### src/wb_ram_pkg.sv
package wb_ram_pkg;

   // Bus geometry
   localparam int wb_aw = 32;        // Byte address width
   localparam int wb_dw = 32;        // Data width
   localparam int wb_sw = wb_dw / 8; // One select per byte lane

   // Cycle type identifier, Wishbone B3 encoding
   typedef enum logic [2:0] {
      CTI_CLASSIC = 3'd0, // Single transfer, one wait state
      CTI_CONST   = 3'd1, // Burst on a fixed address
      CTI_INCR    = 3'd2, // Burst with incrementing address
      CTI_END     = 3'd7  // Last beat of a burst
   } cti_e;

   // Burst type extension, only meaningful with CTI_INCR
   typedef enum logic [1:0] {
      BTE_LINEAR = 2'd0,
      BTE_WRAP4  = 2'd1, // Wrap on 4-word boundary
      BTE_WRAP8  = 2'd2,
      BTE_WRAP16 = 2'd3
   } bte_e;

   // Master to slave
   typedef struct packed {
      logic [wb_aw-1:0] adr; // Byte address
      logic [wb_dw-1:0] dat; // Write data
      logic [wb_sw-1:0] sel; // Byte lane enables
      logic             we;
      bte_e             bte;
      cti_e             cti;
      logic             cyc;
      logic             stb;
   } wb_req_t;

   // Slave to master
   typedef struct packed {
      logic [wb_dw-1:0] dat; // Read data
      logic             ack; // Normal termination
      logic             err; // Error termination
   } wb_rsp_t;

endpackage

### src/wb_ack_ctrl.sv
`timescale 1ns/1ps

module wb_ack_ctrl (
   input  logic                wb_clk_i,
   input  logic                wb_rst_i,
   input  wb_ram_pkg::wb_req_t req_i,
   input  logic                adr_mismatch_i,
   output logic                ack_o,
   output logic                err_o
);
   import wb_ram_pkg::*;

   logic ack_q; // Registered acknowledge, before stb qualification
   logic stb_live;

   // Response only counts while the master strobes
   assign stb_live = req_i.cyc & req_i.stb;

   always_ff @(posedge wb_clk_i) begin
      if (wb_rst_i) begin
         ack_q <= 1'b0;
      end else if (req_i.cyc) begin
         case (req_i.cti)
            CTI_CONST,
            CTI_INCR: begin
               ack_q <= req_i.stb; // Zero wait states once started
            end
            CTI_END: begin
               // Follows an acked beat, so drop after this one
               ack_q <= req_i.stb & ~ack_q;
            end
            default: begin
               // Classic and reserved types
               // Toggle gives one wait state per transfer
               ack_q <= req_i.stb ^ ack_q;
            end
         endcase
      end else begin
         ack_q <= 1'b0; // Bus released
      end
   end

   // A wrong burst address turns the ack into an err
   assign ack_o = ack_q & stb_live & ~adr_mismatch_i;
   assign err_o = ack_q & stb_live & adr_mismatch_i;

endmodule

### config.mk
export PLATFORM = sky130hd
export DESIGN_NAME = wb_ack_ctrl
export DESIGN_NICKNAME = d
export VERILOG_FILES = /design/src/wb_ram_pkg.sv /design/src/wb_ack_ctrl.sv
export SDC_FILE = /design/constraint.sdc
export NUM_CORES = 1
export LEC_CHECK = 0
export BUFFER_PORTS_ARGS = -buffer_cell sky130_fd_sc_hd__buf_2
export CAP_MARGIN = 5
export CELL_PAD_IN_SITES_DETAIL_PLACEMENT = 0
export CELL_PAD_IN_SITES_GLOBAL_PLACEMENT = 1
export CORE_AREA = 8 8 45 47
export DETAILED_ROUTE_END_ITERATION = 8
export DIE_AREA = 0 0 53 55
export GPL_ROUTABILITY_DRIVEN = 0
export MAX_ROUTING_LAYER = met4
export PLACE_DENSITY = 0.95
export SLEW_MARGIN = 20
export SYNTH_ARGS = -nofsm -noshare
export SYNTH_HDL_FRONTEND = slang
export SYNTH_SLANG_ARGS = --single-unit
### constraint.sdc
create_clock -name wb_clk_i -period 1.4 [get_ports wb_clk_i]
set_clock_uncertainty 0.15 [all_clocks]
set_input_delay 0.21 -clock wb_clk_i [delete_from_list [all_inputs] [get_ports wb_clk_i]]
set_output_delay 0.21 -clock wb_clk_i [all_outputs]
set_load 0.02 [all_outputs]
[Yosys cells after proc, flatten, opt, wreduce, memory -nomap -nowiden]
Index checks and enable logic that the tools add are counted.
Word-level totals
  output and inout bits: 2
  input port bits: 79
  register bits after elaboration: 1
Cells by class
  reductions and logical operators: 2
  equality and inequality tests: 3
  bitwise logic cells: 9
  mux-type cells: 1
Operators by type and width (number)
  $and 1x1->1: 5
  $reduce_or 2->1: 2
  $eq 3x1->1 const B: 1
  $eq 3x2->1 const B: 1
  $eq 3x3->1 const B: 1
  $not 1->1: 3
  $pmux 1 s2: 1
  $xor 1x1->1: 1

[Logic depth before layout (Yosys ltp)]
Gate-level depths: netlist (run 1).
  depth in word-level cells: 3
  mapped depth: 5
  mapped depth without buffers: 5

[Least setup slack after synthesis (run 1)]
Ideal clock, no wire load.
  kind: register to register
  start: register ack_q
  end: register ack_q
  data arrival time: 1.151 ns
  setup slack: 0.039 ns
  stages on the path, launching flop included: 6
  clock period less this slack: 1.361 ns
  buffers on the path: 0
  data required time: 1.190 ns
  library setup time: 0.060 ns
  cell sequence: dfxtp_1 inv_1 ha_1 or2_1 a31oi_1 o2111a_1
Between the ends
  word-level cells in the longest chain between the ends: 3
  elaborated cells on any way between the ends: 4
  those cells by class: 1 x mux; 3 x bitwise
Ends and longest elaborated chain
  from (decl): line wb_ack_ctrl.sv:13  | logic ack_q;
  from (signal assigned): line wb_ack_ctrl.sv:26  | ack_q <= req_i.stb;
  from (signal assigned): line wb_ack_ctrl.sv:30  | ack_q <= req_i.stb & ~ack_q;
  from (signal assigned): line wb_ack_ctrl.sv:35  | ack_q <= req_i.stb ^ ack_q;
  $not 1->1: line wb_ack_ctrl.sv:30
  $and 1x1->1: line wb_ack_ctrl.sv:30
  $pmux 1 s2 *: line wb_ack_ctrl.sv:23  | case (req_i.cti)
Every way passes the cells marked *; elsewhere a longest branch is shown, timed or not.
A chain may end at the register's enable or synchronous reset.

[Worst setup path after layout (run 1)]
  start: input req_i[0] in the netlist's numbering
  end: register ack_q
Between the ends
  word-level cells in the longest chain between the ends: 2
  elaborated cells on any way between the ends: 3
  those cells by class: 1 x mux; 2 x bitwise
Ends and longest elaborated chain
  from (decl): line wb_ack_ctrl.sv:6  | input wb_ram_pkg::wb_req_t req_i,
  $xor 1x1->1 / $and 1x1->1 (equally long branches): line wb_ack_ctrl.sv:35, wb_ack_ctrl.sv:30
  $pmux 1 s2 *: line wb_ack_ctrl.sv:23
Marks and branches as above.

==> reports/summary.txt, run 1 <==
Avg Inst Size Synth: 6.46 µm²
Final min period: 1.34 ns
crit path max fanout: 3
die area: 0.00292 mm²
1st-iter DRT viols: 0
Die W: 53 µm
CORE AREA: 0.00138 mm²
setup ws final: 0.0557 ns
outcome: finished clean
pwr/cell area: 359 mW/mm²
crit path launch: req_i[0]
Final Hold Viols: 0
Mapped Area: 116 µm²
Slew Limit Fails: 0
f_max: 744 MHz
worst slew pin tran: 0.213 ns
Pwr Total: 0.0741 mW
Total Neg Setup Slack: 0 ns
cell total after placement: 44
worst-skew pair later-pin latency: 0 ns
Routed WL per cell: 7.68 µm
sequential fraction of the synthesis area: 0.172
Syn Inst Count: 18
starting density of the core: 0.0841
Post-DP Area: 189 µm²
DRC Markers: 0
most flop-heavy register: ack_q
Area growth, synth to finish: 77.4%
number of routed nets with antenna violations: 0
top-area cell type share of the netlist area: 0.172
most common cell after layout, fill and taps aside: buf_2
Final Util: 0.149
PortBufs: 9
filler cell count: 162
Final Non-Filler Cells: 44
Clk pin slew, worst setup/hold paths: 0 ns
layout net count: 110
die height: 55 µm
fin crit share: 0.960
syn nets: 98
global-route wire length before repair: 510 µm
CP required: 1.18 ns
RSZ-0062 raised after global routing: false
largest net degree at the start of global routing: 6
Max Cap Viol: 0
# IOs: 81
cell area after layout: 206 µm²
HP Start: wb_rst_i
gr ovfl total: 0
initial antenna violation count: 0
max reg flops: 1
critical path capture point type: flop
Initial DRT Pass Iterations: 1
Synth Warn #: 0
Antenna Diode Count: 0
row cnt: 14
number of synthesized register bits: 1
vias per cell: 3.64
final WL: 338 µm
worst vdd ir: 0.0000702 V
Finish-stage setup viols: 0
critical path class: in2reg
Post-CTS Setup Bufs: 0
largest cells by area after synthesis: dfxtp_1, ha_1, or2_1
Hold Path Class: in2reg
share of cells above drive strength 1: 0.500
r2r startpoint: ack_q
hold_buf cts: 0
dpl hpwl: 306 µm
top flop regs: ack_q x1
Hold WS: 0.321 ns
Synth cell types: 12
vias in the first global route: 138
worst slack, placed: -0.0453 ns
area leader, netlist: dfxtp_1
Worst Path Arrival: 1.13 ns
CP startpoint kind: input port
via count: 160
GRT Resource Usage Total: 0.0213
Slew Limit Headroom: 0.856
P_leak: 0.0964 nW
power breakdown:
group / switching, mW / internal (mW)
sequential: 0.000951 / 0.0310
clock: 0 / 0
combinational: 0.0203 / 0.0218
total: 0.0213 / 0.0528
per-layer routing:
| metal | track usage | vias to the layer above | wire [µm] | part of all wire |
|---|---|---|---|---|
| met5 | - | - | 0 | 0 |
| met4 | 0 | 0 | 0 | 0 |
| met3 | 0.00802 | 0 | 65 | 0.19 |
| met2 | 0.0410 | 7 | 157 | 0.46 |
| met1 | 0.0211 | 70 | 115 | 0.34 |
| li1 | - | 83 | - | - |
synthesized netlist by cell type:
cell / number
nor2_1: 2
dfxtp_1: 1
o2111a_1: 1
inv_1: 3
nand2_1: 2
o21ai_0: 1
a31oi_1: 1
or2_1: 2
ha_1: 1
a21oi_1: 1
nand3_1: 2
o31ai_1: 1
final timing paths:
| kind | endpoint | slack (ns) | cells after the start |
|---|---|---|---|
| min | ack_q | 0.32 | 3 |
| max reg2reg | ack_q | 0.07 | 5 |
| max | ack_q | 0.06 | 5 |
| min reg2reg | ack_q | 0.54 | 4 |
cell families (layout without fill, tap and decap cells):
logic type | count (synthesis) | after routing | share of synthesized area
fa+ha+maj | 1 | 1 | 0.108
flops | 1 | 1 | 0.172
compound gates | 5 | 5 | 0.301
simple gates | 8 | 8 | 0.323
buf+inv | 3 | 13 | 0.0968
cell type report:
cell class	instances	area, µm²	area share
Multi-Input combinational cell	14	101	0.491
Sequential cell	1	21.3	0.103
Timing Repair Buffer	10	52.6	0.255
Tap cell	16	20.0	0.0970
Inverter	3	11.3	0.0545
critical path: stages:
cell      delay [ns]
buf_2           0.12
ha_4            0.23
or2_1           0.24
a21oi_2         0.13
o2111a_1        0.20
timing repair:
action | CTS | global route
endpoints found under the setup margin | 1 | 1
pin swaps | 3 | 3
gates resized for setup | 2 | 2
gates cloned | 0 | 0
Power figures use the tool's default switching activity.
==> run 2: changes to the inputs <==
RECOVER_POWER = 100   (was not set)
SETUP_SLACK_MARGIN = 0.2   (was not set)
==> run 2 against run 1 <==
Against the previous run: cell count is the same; combinational power grew 5.0%; sequential cell count is the same; register-to-register slack is essentially flat; hold slack lost 0.00082 ns.
==> reports/summary.txt, run 2 (synthesis gave the netlist of run 1 again) <==
Initial DRT Pass Iterations: 2
global-route wire length before repair: 545 µm
register share of total power: 0.419
Slew Limit Headroom: 0.839
Psw: 0.0230 mW
gr ovfl total: 0
Switching Fraction: 0.302
Worst R2R End: ack_q
RSZ-0062 raised after global routing: true
worst-skew pair later-pin latency: 0 ns
Slew Limit Fails: 0
layout net count: 110
Clock Power Share: 0
Logic pwr share: 0.581
Max Cap Viol: 0
slowest CP cell: ha_4
most common cell after layout, fill and taps aside: buf_2
critical path class: in2reg
PortBufs: 9
top flop regs: ack_q x1
Post-CTS Setup Bufs: 0
fin crit share: 0.959
row cnt: 14
largest net degree at the start of global routing: 6
1st-iter DRT viols: 1
Final Hold Viols: 0
number of routed nets with antenna violations: 0
internal reg-to-reg setup slack: 0.07 ns
die area: 0.00292 mm²
DRC Markers: 0
Buf/Inv on CP: 1
Final Non-Filler Cells: 44
critical path capture point type: flop
HP Start: wb_rst_i
cell total after placement: 44
final WL: 430 µm
outcome: finished clean
crit-path max cell delay: 0.24 ns
critical-path cell list: buf_2 -> ha_4 -> or2_1 -> a21oi_2 -> o2111a_1
largest delay contributor family on the critical path: compound AO/OA/AOI/OAI gates
CP required: 1.18 ns
Total Neg Setup Slack: 0 ns
P_leak: 0.0877 nW
worst vdd ir: 0.0000660 V
Routed WL per cell: 9.77 µm
starting density of the core: 0.0841
Finish-stage setup viols: 0
pwr/cell area: 373 mW/mm²
WHS Path Cells: 3
Antenna Diode Count: 0
cell-internal power: 0.0531 mW
share of cells above drive strength 1: 0.429
Register-to-Register Path Depth: 5
Area growth, synth to finish: 75.3%
Clk pin slew, worst setup/hold paths: 0 ns
CP startpoint kind: input port
vias per cell: 3.73
Die W: 53 µm
die height: 55 µm
f_max: 745 MHz
GRT Resource Usage Total: 0.0236
Final min period: 1.34 ns
worst slew pin tran: 0.239 ns
crit path max fanout: 3
via count: 164
max reg flops: 1
Hold Path Class: in2reg
Worst Hold Endpoint: ack_q
CORE AREA: 0.00138 mm²
most flop-heavy register: ack_q
# IOs: 81
vias in the first global route: 129
initial antenna violation count: 0
dpl hpwl: 308 µm
hold_buf cts: 0
r2r startpoint: ack_q
Worst Path Arrival: 1.13 ns
==> run 2: worst register-to-register path, stage by stage (launching register included) <==
cell      delay (ns)
dfxtp_2         0.31
inv_2           0.05
ha_4            0.21
or2_1           0.23
a21oi_2         0.13
o2111a_1        0.19
==> run 2: worst max-delay path by stage <==
stage,from,to,cells after the start
after CTS,ack_q,ack_q,5
after detailed placement,ack_q,ack_q,5
after global routing,ack_q,ack_q,5
after floorplan,ack_q,ack_q,5
final,req_i[0],ack_q,5
after global placement,ack_q,ack_q,5
==> run 2: per-layer routing <==
layer	routed length [µm]	GRT usage	part of all wire	vias to the layer above
li1	-	-	-	84
met1	145	0.0271	0.34	76
met2	253	0.0449	0.59	4
met5	0	-	0	-
met4	0	0	0	0
met3	31	0.00267	0.072	0
==> run 2: final cells by class <==
class | count | area (µm²)
fill | 164 | 1180
inverter | 3 | 11.3
tap | 16 | 20.0
sequential | 1 | 21.3
timing repair buffer | 10 | 50.0
multi-input combinational | 14 | 101
==> run 2: repair_timing <==
action                                  4_1_cts  5_1_grt
endpoints found under the setup margin        1        3
pin swaps                                     1        1
resized for setup                             1        5
cloned                                        0        0
endpoints found under the hold margin         0        0
==> run 2: per-stage QoR <==
step / power (mW) / setup WS [ns] / hold slack, ns / util / instance area (µm²)
after floorplan: 0.0482 / 0.0573 / 0.222 / - / 116
after global placement: 0.0672 / 0.00704 / 0.334 / 0.137 / 189
after detailed placement: 0.0680 / -0.00361 / 0.336 / 0.137 / 189
after CTS: 0.0720 / 0.0410 / 0.336 / 0.146 / 201
after global routing: 0.0835 / -0.0101 / 0.354 / 0.147 / 204
final: 0.0762 / 0.0570 / 0.321 / 0.147 / 204
==> run 2: power by group through the flow <==
stage | sequential [mW] | clock [mW] | combinational [mW]
after global placement | 0.0313 | 0 | 0.0358
after CTS | 0.0313 | 0 | 0.0407
after floorplan | 0.0312 | 0 | 0.0170
after detailed placement | 0.0313 | 0 | 0.0367
final | 0.0319 | 0 | 0.0443
after global routing | 0.0322 | 0 | 0.0513
==> run 3: changes to the inputs <==
clock period = 1.6 ns   (was 1.4 ns; I/O delays follow)
==> run 3 against run 2 <==
Against the previous run: core utilization shrank 0.36 points; cell count is 2.3% lower; total power fell by 17%; critical path depth unchanged; sequential power is 13% lower; final area decreased by 2.5%; die area is the same; sequential cell count did not move; wire length shrank 19%; critical path type is now reg2reg; largest power group unchanged.
==> reports/summary.txt, run 3 (synthesis gave the netlist of run 1 again) <==
outcome: finished clean
row cnt: 14
# IOs: 81
pwr/cell area: 317 mW/mm²
f_max: 726 MHz
RSZ-0062 raised after global routing: false
Final Util: 0.144
crit-path max cell delay: 0.31 ns
worst-skew pair later-pin latency: 0 ns
critical path class: reg2reg
Max Cap Viol: 0
slowest CP cell: dfxtp_2
most flop-heavy register: ack_q
Worst Hold Endpoint: ack_q
layout net count: 109
share of cells above drive strength 1: 0.370
GRT Resource Usage Total: 0.0213
Slew Limit Fails: 0
Pwr Total: 0.0630 mW
vias per cell: 3.60
fin crit share: 0.861
most common cell after layout, fill and taps aside: buf_2
Worst Path Arrival: 1.16 ns
via count: 155
internal reg-to-reg setup slack: 0.22 ns
DRC Markers: 0
initial antenna violation count: 0
Die W: 53 µm
HP Start: wb_rst_i
Register-to-Register Path Depth: 5
Routed WL per cell: 8.14 µm
CORE AREA: 0.00138 mm²
Final min period: 1.38 ns
critical path capture point type: flop
Slew Limit Headroom: 0.826
final WL: 350 µm
Clk pin slew, worst setup/hold paths: 0 ns
crit path max fanout: 3
filler cell count: 158
top flop regs: ack_q x1
worst slew pin tran: 0.263 ns
Final Hold Viols: 0
worst vdd ir: 0.0000600 V
Total Neg Setup Slack: 0 ns
global-route wire length before repair: 510 µm
1st-iter DRT viols: 2
Area growth, synth to finish: 71.0%
vias in the first global route: 135
die height: 55 µm
CP startpoint kind: flop
gr ovfl total: 0
Buf/Inv on CP: 1
WHS Path Cells: 3
r2r startpoint: ack_q
CP required: 1.38 ns
PortBufs: 9
P_leak: 0.0849 nW
die area: 0.00292 mm²
hold_buf cts: 0
Hold Path Class: in2reg
Antenna Diode Count: 0
starting density of the core: 0.0841
Initial DRT Pass Iterations: 2
Finish-stage setup viols: 0
Worst R2R End: ack_q
number of routed nets with antenna violations: 0
max reg flops: 1
critical-path cell list: inv_2 -> ha_4 -> or2_1 -> a21oi_1 -> o2111a_1
largest net degree at the start of global routing: 6
largest delay contributor family on the critical path: compound AO/OA/AOI/OAI gates
-- run 3: cell types whose count changed in the layout (fill, tap and decap cells not counted) --
cell	previous run	this run
buf_6	0	1
buf_4	1	0
a21oi_1	0	1
buf_2	7	6
a21oi_2	1	0
-- run 3: worst max path at each step --
stage	from	slack (ns)	to	cells after the start
2_1_floorplan	ack_q	0.24	ack_q	5
3_3_place_gp	req_i[0]	0.13	ack_q	5
3_5_place_dp	req_i[0]	0.11	ack_q	5
4_1_cts	ack_q	0.21	ack_q	5
5_1_grt	ack_q	0.16	ack_q	5
6_report	ack_q	0.22	ack_q	5
-- run 3: worst min-delay path, cell delays in order --
cell	delay (ns)
buf_2	0.07
inv_1	0.03
o2111a_1	0.11
-- run 3: power by group --
group	total, mW	switching, mW	internal, mW
Sequential	0.0279	0.000822	0.0271
Clock	0	0	0
Combinational	0.0351	0.0167	0.0184
Total	0.0630	0.0175	0.0455
-- run 3: area by class of cell --
cell class / count / area, µm² / area share
multi-input cells: 14 / 97.6 / 0.491
repair buffers: 9 / 48.8 / 0.245
flip-flops and latches: 1 / 21.3 / 0.107
well taps: 16 / 20.0 / 0.101
inverters: 3 / 11.3 / 0.0566
-- run 3: repair_timing --
item                                    in CTS  in global routing
resized for setup                            5                  1
pin swaps                                    4                  3
cloned                                       0                  0
buffers inserted                             0                  0
endpoints found under the setup margin       1                  1
-- run 3: metal layers --
layer,vias up,wire length [µm],global-route usage
met5,-,0,-
met4,0,0,0
met3,0,68,0.00802
met2,7,154,0.0391
met1,66,128,0.0227
li1,82,-,-
-- run 3: metrics by stage --
step           setup WS [ns]  hold WS, ns  cells  instance area (µm²)
3_3_place_gp           0.131        0.358     43                  181
5_1_grt                0.157        0.373     43                  199
4_1_cts                0.209        0.355     43                  201
6_report               0.222        0.351     43                  199
3_5_place_dp           0.114        0.363     43                  181
2_1_floorplan          0.239        0.252     18                  116
