[src/wb_ram_pkg.sv]
package wb_ram_pkg;

   // Bus geometry
   localparam int wb_aw = 32;        // Byte address width
   localparam int wb_dw = 32;        // Data width
   localparam int wb_sw = wb_dw / 8; // One select per byte lane

   // Cycle type identifier, Wishbone B3 encoding
   typedef enum logic [2:0] {
      CTI_CLASSIC = 3'd0, // Single transfer, one wait state
      CTI_CONST   = 3'd1, // Burst on a fixed address
      CTI_INCR    = 3'd2, // Burst with incrementing address
      CTI_END     = 3'd7  // Last beat of a burst
   } cti_e;

   // Burst type extension, only meaningful with CTI_INCR
   typedef enum logic [1:0] {
      BTE_LINEAR = 2'd0,
      BTE_WRAP4  = 2'd1, // Wrap on 4-word boundary
      BTE_WRAP8  = 2'd2,
      BTE_WRAP16 = 2'd3
   } bte_e;

   // Master to slave
   typedef struct packed {
      logic [wb_aw-1:0] adr; // Byte address
      logic [wb_dw-1:0] dat; // Write data
      logic [wb_sw-1:0] sel; // Byte lane enables
      logic             we;
      bte_e             bte;
      cti_e             cti;
      logic             cyc;
      logic             stb;
   } wb_req_t;

   // Slave to master
   typedef struct packed {
      logic [wb_dw-1:0] dat; // Read data
      logic             ack; // Normal termination
      logic             err; // Error termination
   } wb_rsp_t;

endpackage

[src/wb_burst_tracker.sv]
`timescale 1ns/1ps

module wb_burst_tracker #(
   parameter int mem_adr_width = 12 // Byte address bits decoded into the RAM
) (
   input  logic                     wb_clk_i,
   input  logic                     wb_rst_i,
   input  wb_ram_pkg::wb_req_t      req_i,
   input  logic                     ack_i,
   input  logic                     err_i,
   output logic [mem_adr_width-3:0] word_adr_o,
   output logic                     adr_mismatch_o
);
   import wb_ram_pkg::*;

   localparam int word_w = mem_adr_width - 2; // Word address bits

   logic              burst_q;      // Registered-feedback burst in progress
   cti_e              cti_q;        // Cycle type of the previous edge
   bte_e              bte_q;        // Burst type of the previous edge
   logic [word_w-1:0] bus_word_adr; // Word address taken from the bus
   logic [word_w-1:0] wrap_mask;    // Bits allowed to count
   logic [word_w-1:0] adr_inc;      // Plain increment of the held address
   logic [word_w-1:0] burst_adr;    // Next address inside a burst
   logic              is_burst_cti;
   logic              burst_start;
   logic              burst_stop;

   assign bus_word_adr = req_i.adr[mem_adr_width-1:2]; // Drop byte offset

   // Burst detection
   assign is_burst_cti = (req_i.cti == CTI_CONST) || (req_i.cti == CTI_INCR);
   assign burst_start  = is_burst_cti & req_i.cyc & req_i.stb & ~burst_q;

   // Leaves on the acked end beat, or on any error termination
   assign burst_stop = ((req_i.cti == CTI_END) & req_i.stb & burst_q & ack_i) | err_i;

   always_ff @(posedge wb_clk_i) begin
      if (wb_rst_i) begin
         burst_q <= 1'b0;
      end else if (burst_start) begin
         burst_q <= 1'b1;
      end else if (burst_stop) begin
         burst_q <= 1'b0;
      end
   end

   // Cycle and burst type as seen one edge ago
   // They describe the beat whose address is held in word_adr_o
   always_ff @(posedge wb_clk_i) begin
      if (wb_rst_i) begin
         cti_q <= CTI_CLASSIC;
         bte_q <= BTE_LINEAR;
      end else begin
         cti_q <= req_i.cti;
         bte_q <= req_i.bte;
      end
   end

   // Which low bits may count for each burst type
   always_comb begin
      case (bte_q)
         BTE_WRAP4:  wrap_mask = word_w'(3);  // Low 2 bits
         BTE_WRAP8:  wrap_mask = word_w'(7);  // Low 3 bits
         BTE_WRAP16: wrap_mask = word_w'(15); // Low 4 bits
         default:    wrap_mask = '1;          // Linear, carry runs through
      endcase
   end

   assign adr_inc = word_adr_o + 1'b1;

   // Next burst address
   always_comb begin
      burst_adr = word_adr_o; // Hold in wait states and constant bursts
      if ((cti_q == CTI_INCR) && ack_i) begin
         // Upper bits stay, masked bits take the increment
         burst_adr = (word_adr_o & ~wrap_mask) | (adr_inc & wrap_mask);
      end
   end

   // Registered word address, the only address the RAM sees
   always_ff @(posedge wb_clk_i) begin
      if (wb_rst_i) begin
         word_adr_o <= '0;
      end else if (burst_q) begin
         word_adr_o <= burst_adr;
      end else if (req_i.cyc && req_i.stb) begin
         word_adr_o <= bus_word_adr; // Classic or first burst beat
      end
   end

   // Master left the expected sequence
   assign adr_mismatch_o = burst_q & (bus_word_adr != word_adr_o);

endmodule

[config.mk]
export PLATFORM = sky130hd
export DESIGN_NAME = wb_burst_tracker
export DESIGN_NICKNAME = d
export VERILOG_FILES = /design/src/wb_ram_pkg.sv /design/src/wb_burst_tracker.sv
export SDC_FILE = /design/constraint.sdc
export NUM_CORES = 1
export LEC_CHECK = 0
export BUFFER_PORTS_ARGS = -buffer_cell sky130_fd_sc_hd__buf_2
export CAP_MARGIN = 20
export CORE_MARGIN = 5
export CORE_UTILIZATION = 35
export CTS_BUF_LIST = sky130_fd_sc_hd__clkbuf_2
export DETAILED_ROUTE_END_ITERATION = 10
export PLACE_DENSITY_LB_ADDON = 0.2
export SETUP_SLACK_MARGIN = 0.02
export SLEW_MARGIN = 40
export SYNTH_ARGS = -nofsm -noshare
export SYNTH_HDL_FRONTEND = slang
export SYNTH_SLANG_ARGS = --single-unit
[constraint.sdc]
create_clock -name wb_clk_i -period 1.57 [get_ports wb_clk_i]
set_clock_uncertainty 0.15 [all_clocks]
set_input_delay 0.2355 -clock wb_clk_i [delete_from_list [all_inputs] [get_ports wb_clk_i]]
set_output_delay 0.2355 -clock wb_clk_i [all_outputs]
set_load 0.01 [all_outputs]
After elaboration in Yosys (flattened, before gate mapping)

Cells that the tools add are included.

Register bits: 16
Bits of input ports: 80
Output and inout port bits: 11
Logic and storage cells: 39

Add/sub/neg operators: 1
Equality and inequality tests: 9
Multiplexer cells: 6
Bitwise operators: 13
Reduce and logical (&&, ||, !) cells: 6

Operators by type and width:

| operator                | count |
|---|---|
| $mux W10                | 3 |
| $pmux W10 S3            | 1 |
| $and A10 B10 Y10        | 2 |
| $add A10 B1 Y10 const B | 1 |
| $ne A10 B10 Y1          | 1 |
| $not A10 Y10            | 1 |
| $or A10 B10 Y10         | 1 |
| $and A1 B1 Y1           | 7 |
| $eq A3 B2 Y1 const B    | 2 |
| $eq A2 B2 Y1 const B    | 2 |
| $reduce_bool A2 Y1      | 2 |
| $eq A3 B1 Y1 const B    | 1 |
| $eq A3 B3 Y1 const B    | 1 |
| $eq A2 B1 Y1 const B    | 1 |
| $logic_and A1 B1 Y1     | 2 |
| $mux W1                 | 2 |
| $ne A2 B1 Y1 const B    | 1 |
| $reduce_and A2 Y1       | 1 |
| $logic_or A1 B1 Y1      | 1 |
| $not A1 Y1              | 1 |
| $or A1 B1 Y1            | 1 |

Depth between registers and ports, before layout

Gate-level depths: netlist (run 1).

Word-level depth: 7
Mapped depth: 6
Depth with buffers taken out: 6

Least setup slack after synthesis (run 1)

No wires, ideal clock.

Path kind: register to register
Start point: reg word_adr_o[0]
End point: reg (tool-made name)
Library setup time: 91 ps
Arrival time: 1479 ps
Required time: 1329 ps
Setup slack: -150 ps
Stages on the path, launching flop included: 5
Path buffers: 0
Clock period less this slack: 1720 ps
Path through: dfxtp_1 > ha_1 > nand4_1 > or4_1 > a311oi_1

RTL lines:

| element                  | line                   | source |
|---|---|---|
| start: declaration       | wb_burst_tracker.sv:11 | `output logic [mem_adr_width-3:0] word_adr_o,` |
| start signal: assignment | wb_burst_tracker.sv:86 | `word_adr_o <= burst_adr;` |
| start signal: assignment | wb_burst_tracker.sv:88 | `word_adr_o <= bus_word_adr;` |

Worst setup path after layout (run 1)

Start point: reg word_adr_o[0]
End point: out adr_mismatch_o

Cells in the longest elaborated chain, start to end: 2

RTL lines:

| element          | line                   | source |
|---|---|---|
| $ne A10 B10 Y1   | wb_burst_tracker.sv:93 | `assign adr_mismatch_o = burst_q & (bus_word_adr != word_adr_o);` |
| $and A1 B1 Y1    | wb_burst_tracker.sv:93 |  |
| end: declaration | wb_burst_tracker.sv:12 | `output logic adr_mismatch_o` |

Every way passes these cells.

==> reports/results.tsv, run 1 <==
stage	metric	value	unit
status	outcome	complete, but fails checks	
status	violated checks	negative setup slack	
worst_setup_path	critical path class	reg -> out	
sta	smallest setup slack after layout	-0.288	ns
cells_and_area	layout cells sized above 1	0.577	
sta	final hold vios	0	
logic_synthesis	Synth Area per Inst	8.57	um^2
logic_synthesis	Gate Count Post-Synth	123	
floorplanning	num rows	20	
floorplanning	Die Ht	64.9	um
sta	max_slew headroom	0.780	
route	routed len/inst	15.6	um
sta	RSZ-0062 raised after global routing	true	
floorplanning	starting density of the core	0.354	
floorplanning	Placeable Area	2980	um^2
sta	setup TNS	-0.404	ns
cts	htree depth	1	
power_and_ir_drop	pwr/cell area	551	nW/um^2
placement	routability cong.	0.932	
worst_hold_path	Hold Path Depth	2	
job	max cap viols	0	
logic_synthesis	EDFF count, synth	0	
worst_setup_path	Crit-path slowest cell	dfxtp_4	
sta	worst slew pin tran	0.330	ns
worst_setup_path	Critical Path End Type	output port	
floorplanning	DIE WIDTH	64.9	um
worst_setup_path	Cell Chain, Critical Path	buf_6, xor2_2, nor4_2, a41oi_1, buf_2	
route	First-pass DRT Iterations	4	
cts	TritonCTS Sinks	16	
cells_and_area	synth-to-layout area growth	66.7	%
logic_synthesis	Net Count, Synth	206	
route	DRC Markers	0	
worst_setup_path	critical path fanouts, max	2	
cts	Clock transition at path regs	0.15	ns
logic_synthesis	Ys Warns	0	
cells_and_area	n_diodes	0	
cts	root buf cell	clkbuf_2	
grt	Total Routing Usage GR	0.170	
sta	fin crit share	1.18	
logic_synthesis	top_reg_cell synth	dfxtp_1	
power_and_ir_drop	Pleak	0.752	nW
route	Vias/cell	5.45	
worst_setup_path	worst r2r path cells	5	
sta	Slew Viols, Final	0	
cts	Longest Clk Path Bufs	2	
logic_synthesis	Mapped Area	1050	um^2
route	antenna viol nets, final	0	
power_and_ir_drop	worst vdd ir	0.398	mV
floorplanning	Die Area	4210	um^2
cells_and_area	Post-Route Utilization	0.590	
route	Starting DRT DRC Count	56	
placement	IO buf count	31	
cts	latest clock arrival within the worst-skew pair	0.31	ns
placement	Post-Place Setup Slack	-0.0309	ns
cts	total CTS buffers	3	
placement	DPL Wire Length	2.60	mm
worst_setup_path	Startpoint Class	flop	
grt	vias in the first global route	1184	
sta	max frequency	538	MHz
grt	first-pass GRT wire length	5.51	mm
grt	largest net degree at the start of global routing	11	
worst_setup_path	Critical Path AT	1.47	ns
logic_synthesis	Synth cell types	46	
worst_hold_path	Hold WC Path Type	in -> reg	
sta	Final min period	1.86	ns
logic_synthesis	asr flop ratio synth	0	
sta	Setup Viol. Count Final	2	
route	Vias	1209	
grt	initial antenna violation count	0	
logic_synthesis	post-synthesis sequential area ratio	0.304	
worst_setup_path	WP data required	1.18	ns
cts	CTS tree	yes	
grt	GR Overflow Total	0	
route	wirelength, routed	3.47	mm
logic_synthesis	Seq cells post-synth	16	
cells_and_area	Final nets	273	
floorplanning	I/O Pins	91	
worst_setup_path	critical path's largest stage delay	0.37	ns
layout make-up:
class                      count  area (um^2)
fill                         255         1220
multi-input combinational     93          843
timing repair buffer          68          479
sequential                    16          344
tap                           33         41.3
inverter                       8         30.0
clock buffer                   3         15.0
clock inverter                 1         3.75
cell usage after synthesis (all sizes together), types with 2 or more instances:
master   number  area [um^2]
nand3         6         30.0
and3          2         12.5
a2111oi       2         25.0
dfxtp        16          320
nor2b         7         43.8
o32ai         2         17.5
inv           8         30.0
a31oi         4         40.0
o21ai         5         25.0
nand2         9         33.8
nor3          5         25.0
xnor2         3         26.3
nand4         2         12.5
nor2          2         7.51
ha            3         37.5
xor2          8         70.1
a311oi        3         26.3
nor4          2         12.5
buf           5         25.0
a21oi         5         25.0
and2          2         12.5
timing repair:
item,CTS,global route
resized for setup,9,37
hold endpoints to repair,2,0
pin swaps,8,15
hold buffers,2,0
setup endpoints to repair,4,11
buffers inserted,3,3
layout by cell type, fill, tap and decap left out, types with 3 or more instances in the layout:
cell type / instances
dfxtp_1: 5
dfxtp_4: 4
xnor2_1: 3
nor3_1: 3
xor2_1: 7
buf_2: 31
dfxtp_2: 7
buf_4: 24
o21ai_0: 3
clkbuf_2: 3
nand3_1: 5
nand2_1: 7
a31oi_1: 3
nor2b_1: 7
buf_6: 11
inv_1: 7
layer usage:
layer,vias up,GRT usage,routed length (um)
met3,4,0.0433,206
li1,595,-,-
met2,36,0.278,1670
met4,0,0.0660,55
met1,574,0.211,1540
met5,-,0,0
worst paths after layout:
kind                                     from             end  slack (ns)
worst max-delay path            word_adr_o[0]  adr_mismatch_o       -0.29
worst min-delay path                 req_i[4]        cti_q[2]        0.02
worst max register to register  word_adr_o[1]            flop       -0.12
worst min register to register           flop            flop        0.41
cells by family after synthesis:
kind of cell | Yosys count | share of synthesized area
buf+inv | 14 | 0.0558
fa+ha+maj | 3 | 0.0356
flops | 16 | 0.304
mux | 1 | 0.00950
xor+xnor | 11 | 0.0915
compound gates | 32 | 0.246
simple gates | 46 | 0.258
through the flow:
stage | hold slack, ns | instance area (um^2) | cells | power [mW]
floorplan | 0.154 | 1090 | 123 | 0.580
global placement | 0.294 | 1470 | 210 | 0.698
detailed placement | 0.303 | 1470 | 210 | 0.705
CTS | 0.00524 | 1570 | 219 | 0.922
global route | 0.0175 | 1760 | 222 | 1.02
finish | 0.0246 | 1760 | 222 | 0.968
critical path: cells and delay by family, from the launching register on:
family	cells	cell delay, ns
buf+inv	2	0.27
xor+xnor	1	0.16
simple gates	1	0.24
compound gates	1	0.14
flops	1	0.37
power breakdown:
group          switching (mW)  internal [mW]
Combinational           0.153          0.171
Clock                   0.140         0.0554
Sequential             0.0215          0.427
Total                   0.314          0.653
Power figures use the tool's default switching activity.
==> inputs of run 2 (changes only) <==
==> constraint.sdc (replaced) <==
create_clock -name wb_clk_i -period 1.57 [get_ports wb_clk_i]
set_clock_uncertainty 0.15 [all_clocks]
set_input_delay 0 -clock wb_clk_i [delete_from_list [all_inputs] [get_ports wb_clk_i]]
set_output_delay 0 -clock wb_clk_i [all_outputs]
set_load 0.01 [all_outputs]
==> run 2 against run 1 <==
Net effect: the flow still finishes with violations (negative setup slack); register-to-register slack better by 0.11 ns; non-clock buffer count up 20; sequential share of layout area down 1.7 points; setup slack better by 0.069 ns; fmax up 3.9%; routed wire length up 4.2%; cell count up 9.0%; clock power about the same; first-iteration DRC count up 21%; core utilization up 4.8 points; critical path type unchanged.
==> reports/results.tsv, run 2 (same netlist as run 1, synthesis figures left out) <==
stage	metric	value	unit
status	outcome	complete, but fails checks	
status	violated checks	negative setup slack	
route	routed len/inst	15.0	um
cells_and_area	fin cells	242	
floorplanning	Die Ht	64.9	um
cts	Clock transition at path regs	0.17	ns
sta	RSZ-0062 raised after global routing	true	
power_and_ir_drop	Pleak	0.831	nW
grt	largest net degree at the start of global routing	17	
grt	initial antenna violation count	0	
sta	final hold vios	0	
cells_and_area	synth-to-layout area growth	80.3	%
floorplanning	Die Area	4210	um^2
cts	CTS tree	yes	
worst_setup_path	critical path fanouts, max	2	
power_and_ir_drop	pwr/cell area	520	nW/um^2
route	antenna viol nets, final	0	
sta	max_slew headroom	0.753	
route	Vias	1290	
placement	routability cong.	0.957	
cells_and_area	finished layout cell area	1900	um^2
route	First-pass DRT Iterations	4	
cts	latest clock arrival within the worst-skew pair	0.30	ns
grt	first-pass GRT wire length	5.80	mm
floorplanning	Placeable Area	2980	um^2
sta	fin crit share	1.14	
worst_setup_path	CP top delay family	simple AND/OR/NAND/NOR gates	
route	Vias/cell	5.33	
sta	Final min period	1.79	ns
cells_and_area	n_diodes	0	
sta	Slew Viols, Final	0	
cts	htree depth	1	
cts	root buf cell	clkbuf_2	
worst_setup_path	critical path's largest stage delay	0.38	ns
floorplanning	DIE WIDTH	64.9	um
worst_setup_path	WP data required	1.42	ns
grt	vias in the first global route	1342	
cells_and_area	most frequent cells in the layout	buf_2, buf_4, dlygate4sd3_1	
worst_setup_path	Cell Chain, Critical Path	buf_6, xor2_1, nor4_1, a41oi_1, buf_2	
grt	Total Routing Usage GR	0.177	
worst_setup_path	Startpoint Class	flop	
floorplanning	I/O Pins	91	
worst_setup_path	Worst Path Buf+Inv	2	
cells_and_area	layout cells sized above 1	0.493	
worst_setup_path	Crit-path slowest cell	nor4_1	
power_and_ir_drop	worst vdd ir	0.400	mV
worst_setup_path	Critical Path AT	1.64	ns
cts	total CTS buffers	3	
sta	Setup Viol. Count Final	2	
placement	IO buf count	31	
cts	Longest Clk Path Bufs	2	
floorplanning	starting density of the core	0.354	
placement	DPL Wire Length	2.52	mm
sta	Hold WS	0.0259	ns
cts	TritonCTS Sinks	16	
worst_hold_path	Hold WC Path Type	in -> reg	
grt	GR Overflow Total	0	
placement	cell count after placement	207	
sta	smallest setup slack after layout	-0.219	ns
cells_and_area	most common cell after layout, fill and taps aside	buf_2	
sta	setup TNS	-0.233	ns
worst_setup_path	critical path class	reg -> out	
job	max cap viols	0	
placement	Cell Area, Placed	1440	um^2
floorplanning	num rows	20	
sta	worst slew pin tran	0.368	ns
route	DRC Markers	0	
placement	Post-Place Setup Slack	-0.0558	ns
worst_setup_path	Critical Path End Type	output port	
cells_and_area	Final nets	293	
sta	max frequency	559	MHz
route	Starting DRT DRC Count	68	
route	wirelength, routed	3.62	mm
## run 2: changes by cell type in the layout (fill, tap and decap cells not counted), sizes merged
cell / previous run / this run
dlygate4sd3: 2 / 21
buf: 66 / 67
## run 2: worst paths after layout
check                 from              to  slack (ns)  depth (start not counted)
min reg2reg           flop            flop        0.44                          2
min              req_i[46]   word_adr_o[0]        0.03                          4
max reg2reg  word_adr_o[0]            flop       -0.01                          5
max                   flop  adr_mismatch_o       -0.22                          5
## run 2: where the power goes
part	switching (mW)	internal (mW)	leakage (nW)
clock network	0.144	0.0554	0.0140
registers	0.0195	0.427	0.136
logic	0.151	0.192	0.681
## run 2: layout make-up
class / instances / area (um^2)
Sequential cell: 16 / 339
Clock inverter: 1 / 3.75
Fill cell: 254 / 1080
Clock buffer: 3 / 15.0
Inverter: 8 / 30.0
Tap cell: 33 / 41.3
Timing Repair Buffer: 88 / 673
Multi-Input combinational cell: 93 / 797
## run 2: layer usage
layer,wire (um),GRT usage,up-vias
li1,-,-,636
met1,1560,0.201,615
met5,0,0,-
met3,184,0.0451,4
met2,1840,0.321,35
met4,31,0.0501,0
## run 2: what timing repair did
action | 4_1_cts | 5_1_grt
resized for setup | 15 | 23
pin swaps | 10 | 11
hold endpoints to repair | 16 | 0
setup buffers | 8 | 3
setup endpoints to repair | 7 | 11
cloned | 0 | 0
hold buffers | 21 | 0
## run 2: worst min-delay path, cell delays in order
cell and delay [ns]:
buf_2 0.12, mux2i_1 0.13, o221a_2 0.19, nor2_1 0.03
## run 2: metrics by stage
stage,util,power (mW)
6_report,0.638,0.988
5_1_grt,0.638,1.04
4_1_cts,0.601,0.973
3_5_place_dp,0.485,0.699
3_3_place_gp,0.485,0.695
2_1_floorplan,-,0.580
==> inputs of run 3 (changes only) <==
--- a/config.mk
+++ b/config.mk
@@ -5,10 +5,11 @@
 export SDC_FILE = /design/constraint.sdc
 export NUM_CORES = 1
 export LEC_CHECK = 0
+export ABC_AREA = 1
 export BUFFER_PORTS_ARGS = -buffer_cell sky130_fd_sc_hd__buf_2
 export CAP_MARGIN = 20
 export CORE_MARGIN = 5
-export CORE_UTILIZATION = 35
+export CORE_UTILIZATION = 40
 export CTS_BUF_LIST = sky130_fd_sc_hd__clkbuf_2
 export DETAILED_ROUTE_END_ITERATION = 10
 export PLACE_DENSITY_LB_ADDON = 0.2
==> constraint.sdc (replaced) <==
create_clock -name wb_clk_i -period 2.1 [get_ports wb_clk_i]
set_clock_uncertainty 0.15 [all_clocks]
set_input_delay 0 -clock wb_clk_i [delete_from_list [all_inputs] [get_ports wb_clk_i]]
set_output_delay 0 -clock wb_clk_i [all_outputs]
set_load 0.01 [all_outputs]
==> run 3 against run 2 <==
Net effect: the flow now finishes without violations; die area down 1.9%; routed wire length decreased by 18%; sequential cell count did not move; via count down 1.2%; setup slack better by 0.70 ns; global-route usage shrank 2.7 points; area after synthesis up 12%; core utilization is 6.9 points lower; critical path depth up 1; largest cell class unchanged; largest power group unchanged; highest routed layer unchanged.
==> reports/results.tsv, run 3 <==
stage	metric	value	unit
status	outcome	finished, final reports clean	
cells_and_area	Final nets	330	
cts	total CTS buffers	3	
floorplanning	DIE WIDTH	64.3	um
power_and_ir_drop	Pleak	0.796	nW
worst_setup_path	WP data required	2.20	ns
floorplanning	Placeable Area	2780	um^2
floorplanning	num rows	19	
worst_hold_path	Hold Path Depth	5	
placement	routability cong.	0.815	
route	First-pass DRT Iterations	4	
logic_synthesis	post-synthesis sequential area ratio	0.272	
sta	final hold vios	0	
logic_synthesis	Seq cells post-synth	16	
power_and_ir_drop	pwr/cell area	434	nW/um^2
logic_synthesis	top_reg_cell synth	dfxtp_1	
worst_hold_path	Hold WC Path Type	in -> reg	
worst_setup_path	Critical Path End Type	flop	
logic_synthesis	top-area cell type share of the netlist area	0.272	
cts	Clock transition at path regs	0.16	ns
logic_synthesis	most numerous cell in the Yosys netlist	nand2_1	
cells_and_area	n_diodes	0	
logic_synthesis	top cells by area, synth	dfxtp_1, nand2_1, nor2_1	
logic_synthesis	Synth Area per Inst	6.20	um^2
grt	vias in the first global route	1114	
cells_and_area	most common cell after layout, fill and taps aside	nand2_1	
worst_setup_path	critical path's largest stage delay	0.55	ns
worst_setup_path	Cell Chain, Critical Path	inv_1, buf_4, nor2_1, o21ai_0, a21oi_1, dlygate4sd3_1	
worst_setup_path	Worst Path Buf+Inv	3	
cells_and_area	synth-to-layout area growth	34.4	%
logic_synthesis	Mapped Area	1180	um^2
power_and_ir_drop	worst vdd ir	0.365	mV
logic_synthesis	Ys Warns	0	
logic_synthesis	asr flop ratio synth	0	
cts	CTS tree	yes	
sta	worst slew pin tran	0.339	ns
route	routed len/inst	10.8	um
logic_synthesis	Synth cell types	25	
placement	IO buf count	31	
cts	cts hold-fix bufs	22	
sta	RSZ-0062 raised after global routing	false	
worst_setup_path	Critical Path AT	1.73	ns
grt	Total Routing Usage GR	0.150	
sta	Final min period	1.62	ns
route	wirelength, routed	2.99	mm
route	DRC Markers	0	
cts	root buf cell	clkbuf_2	
floorplanning	Die Ht	64.3	um
worst_setup_path	Startpoint Class	flop	
floorplanning	starting density of the core	0.423	
job	max cap viols	0	
logic_synthesis	Post-synth top cells	nand2_1, nor2_1, inv_1	
worst_setup_path	CP top delay family	buffers and inverters	
cells_and_area	most frequent cells in the layout	nand2_1, nor2_1, buf_2	
cts	number of setup buffers added after CTS	0	
grt	largest net degree at the start of global routing	13	
placement	DPL Wire Length	2.21	mm
logic_synthesis	Gate Count Post-Synth	190	
worst_setup_path	worst r2r path cells	6	
sta	setup TNS	0	ns
cts	Longest Clk Path Bufs	2	
sta	max_slew headroom	0.773	
grt	initial antenna violation count	0	
route	Vias/cell	4.60	
cts	TritonCTS Sinks	16	
sta	Slew Viols, Final	0	
placement	cell count after placement	251	
route	antenna viol nets, final	0	
route	Vias	1274	
route	Starting DRT DRC Count	73	
sta	fin crit share	0.772	
worst_setup_path	Crit-path slowest cell	dlygate4sd3_1	
floorplanning	Die Area	4130	um^2
worst_setup_path	CP Depth	6	
cells_and_area	layout cells sized above 1	0.195	
sta	Setup Viol. Count Final	0	
logic_synthesis	EDFF count, synth	0	
cts	htree depth	1	
floorplanning	I/O Pins	91	
cells_and_area	fin cells	277	
sta	max frequency	617	MHz
logic_synthesis	Net Count, Synth	273	
logic_synthesis	dominant cell type by area after synthesis	dfxtp_1	
grt	first-pass GRT wire length	5.00	mm
worst_setup_path	critical path class	reg -> reg	
grt	GR Overflow Total	0	
cts	latest clock arrival within the worst-skew pair	0.29	ns
worst_setup_path	critical path fanouts, max	11	
cts	cts repair resizes	0	
==> run 3: cell count changes after synthesis, moves of 4 or more <==
cell	previous run	this run
nor3_1	5	0
buf_2	5	0
nor2_1	2	36
o21ai_0	4	8
nand2_1	9	53
xor2_1	8	3
nand3_1	6	15
inv_1	8	23
nor2b_1	7	0
==> run 3: final timing paths <==
| path | from | end | slack [ns] |
|---|---|---|---|
| min reg2reg | flop | flop | 0.44 |
| min | req_i[1] | word_adr_o[0] | 0.11 |
| max | burst_q | burst_q | 0.48 |
| max reg2reg | burst_q | burst_q | 0.48 |
==> run 3: worst reg2reg max path, stage by stage (launching register included) <==
cell and delay, ns:
dfxtp_1 0.36, inv_1 0.06, buf_4 0.17, nor2_1 0.09, o21ai_0 0.08, a21oi_1 0.13
dlygate4sd3_1 0.55
==> run 3: final cells by class <==
class	instances	area (um^2)
Clock buffer	3	15.0
Inverter	27	101
Multi-Input combinational cell	144	713
Fill cell	291	1200
Sequential cell	16	320
Tap cell	31	38.8
Timing Repair Buffer	55	390
Clock inverter	1	3.75
==> run 3: metal layers <==
| layer | vias up | share of wire | wire, um | global-route usage |
|---|---|---|---|---|
| met5 | - | 0 | 0 | 0 |
| met4 | 0 | 0.0060 | 18 | 0.0534 |
| met3 | 2 | 0.060 | 179 | 0.0298 |
| met2 | 37 | 0.42 | 1260 | 0.230 |
| met1 | 537 | 0.51 | 1530 | 0.206 |
| li1 | 698 | - | - | - |
==> run 3: logic make-up (layout without fill, tap and decap cells) <==
family	Yosys count	in the layout	share of synthesized area
buffers and inverters	30	86	0.122
and+or+nand+nor	113	113	0.433
AOI/OAI and AO/OA	23	23	0.104
DFF	16	16	0.272
xor gates and xnor gates	5	5	0.0372
adders and majority gates	3	3	0.0319
==> run 3: where the power goes <==
group	internal (mW)	switching, mW
registers	0.324	0.0241
clock network	0.0414	0.104
logic	0.0942	0.0998
total	0.460	0.228
==> run 3: stage by stage <==
step	worst slack (ns)	util	hold slack, ns	total power [mW]	cell area (um^2)
final	0.478	0.569	0.113	0.688	1580
after global routing	0.314	0.569	0.0901	0.747	1580
after CTS	0.465	0.569	0.0894	0.699	1580
after detailed placement	0.629	0.483	0.0599	0.519	1340
after global placement	0.630	0.483	0.0534	0.517	1340
after floorplan	0.715	-	-0.0809	0.461	1180
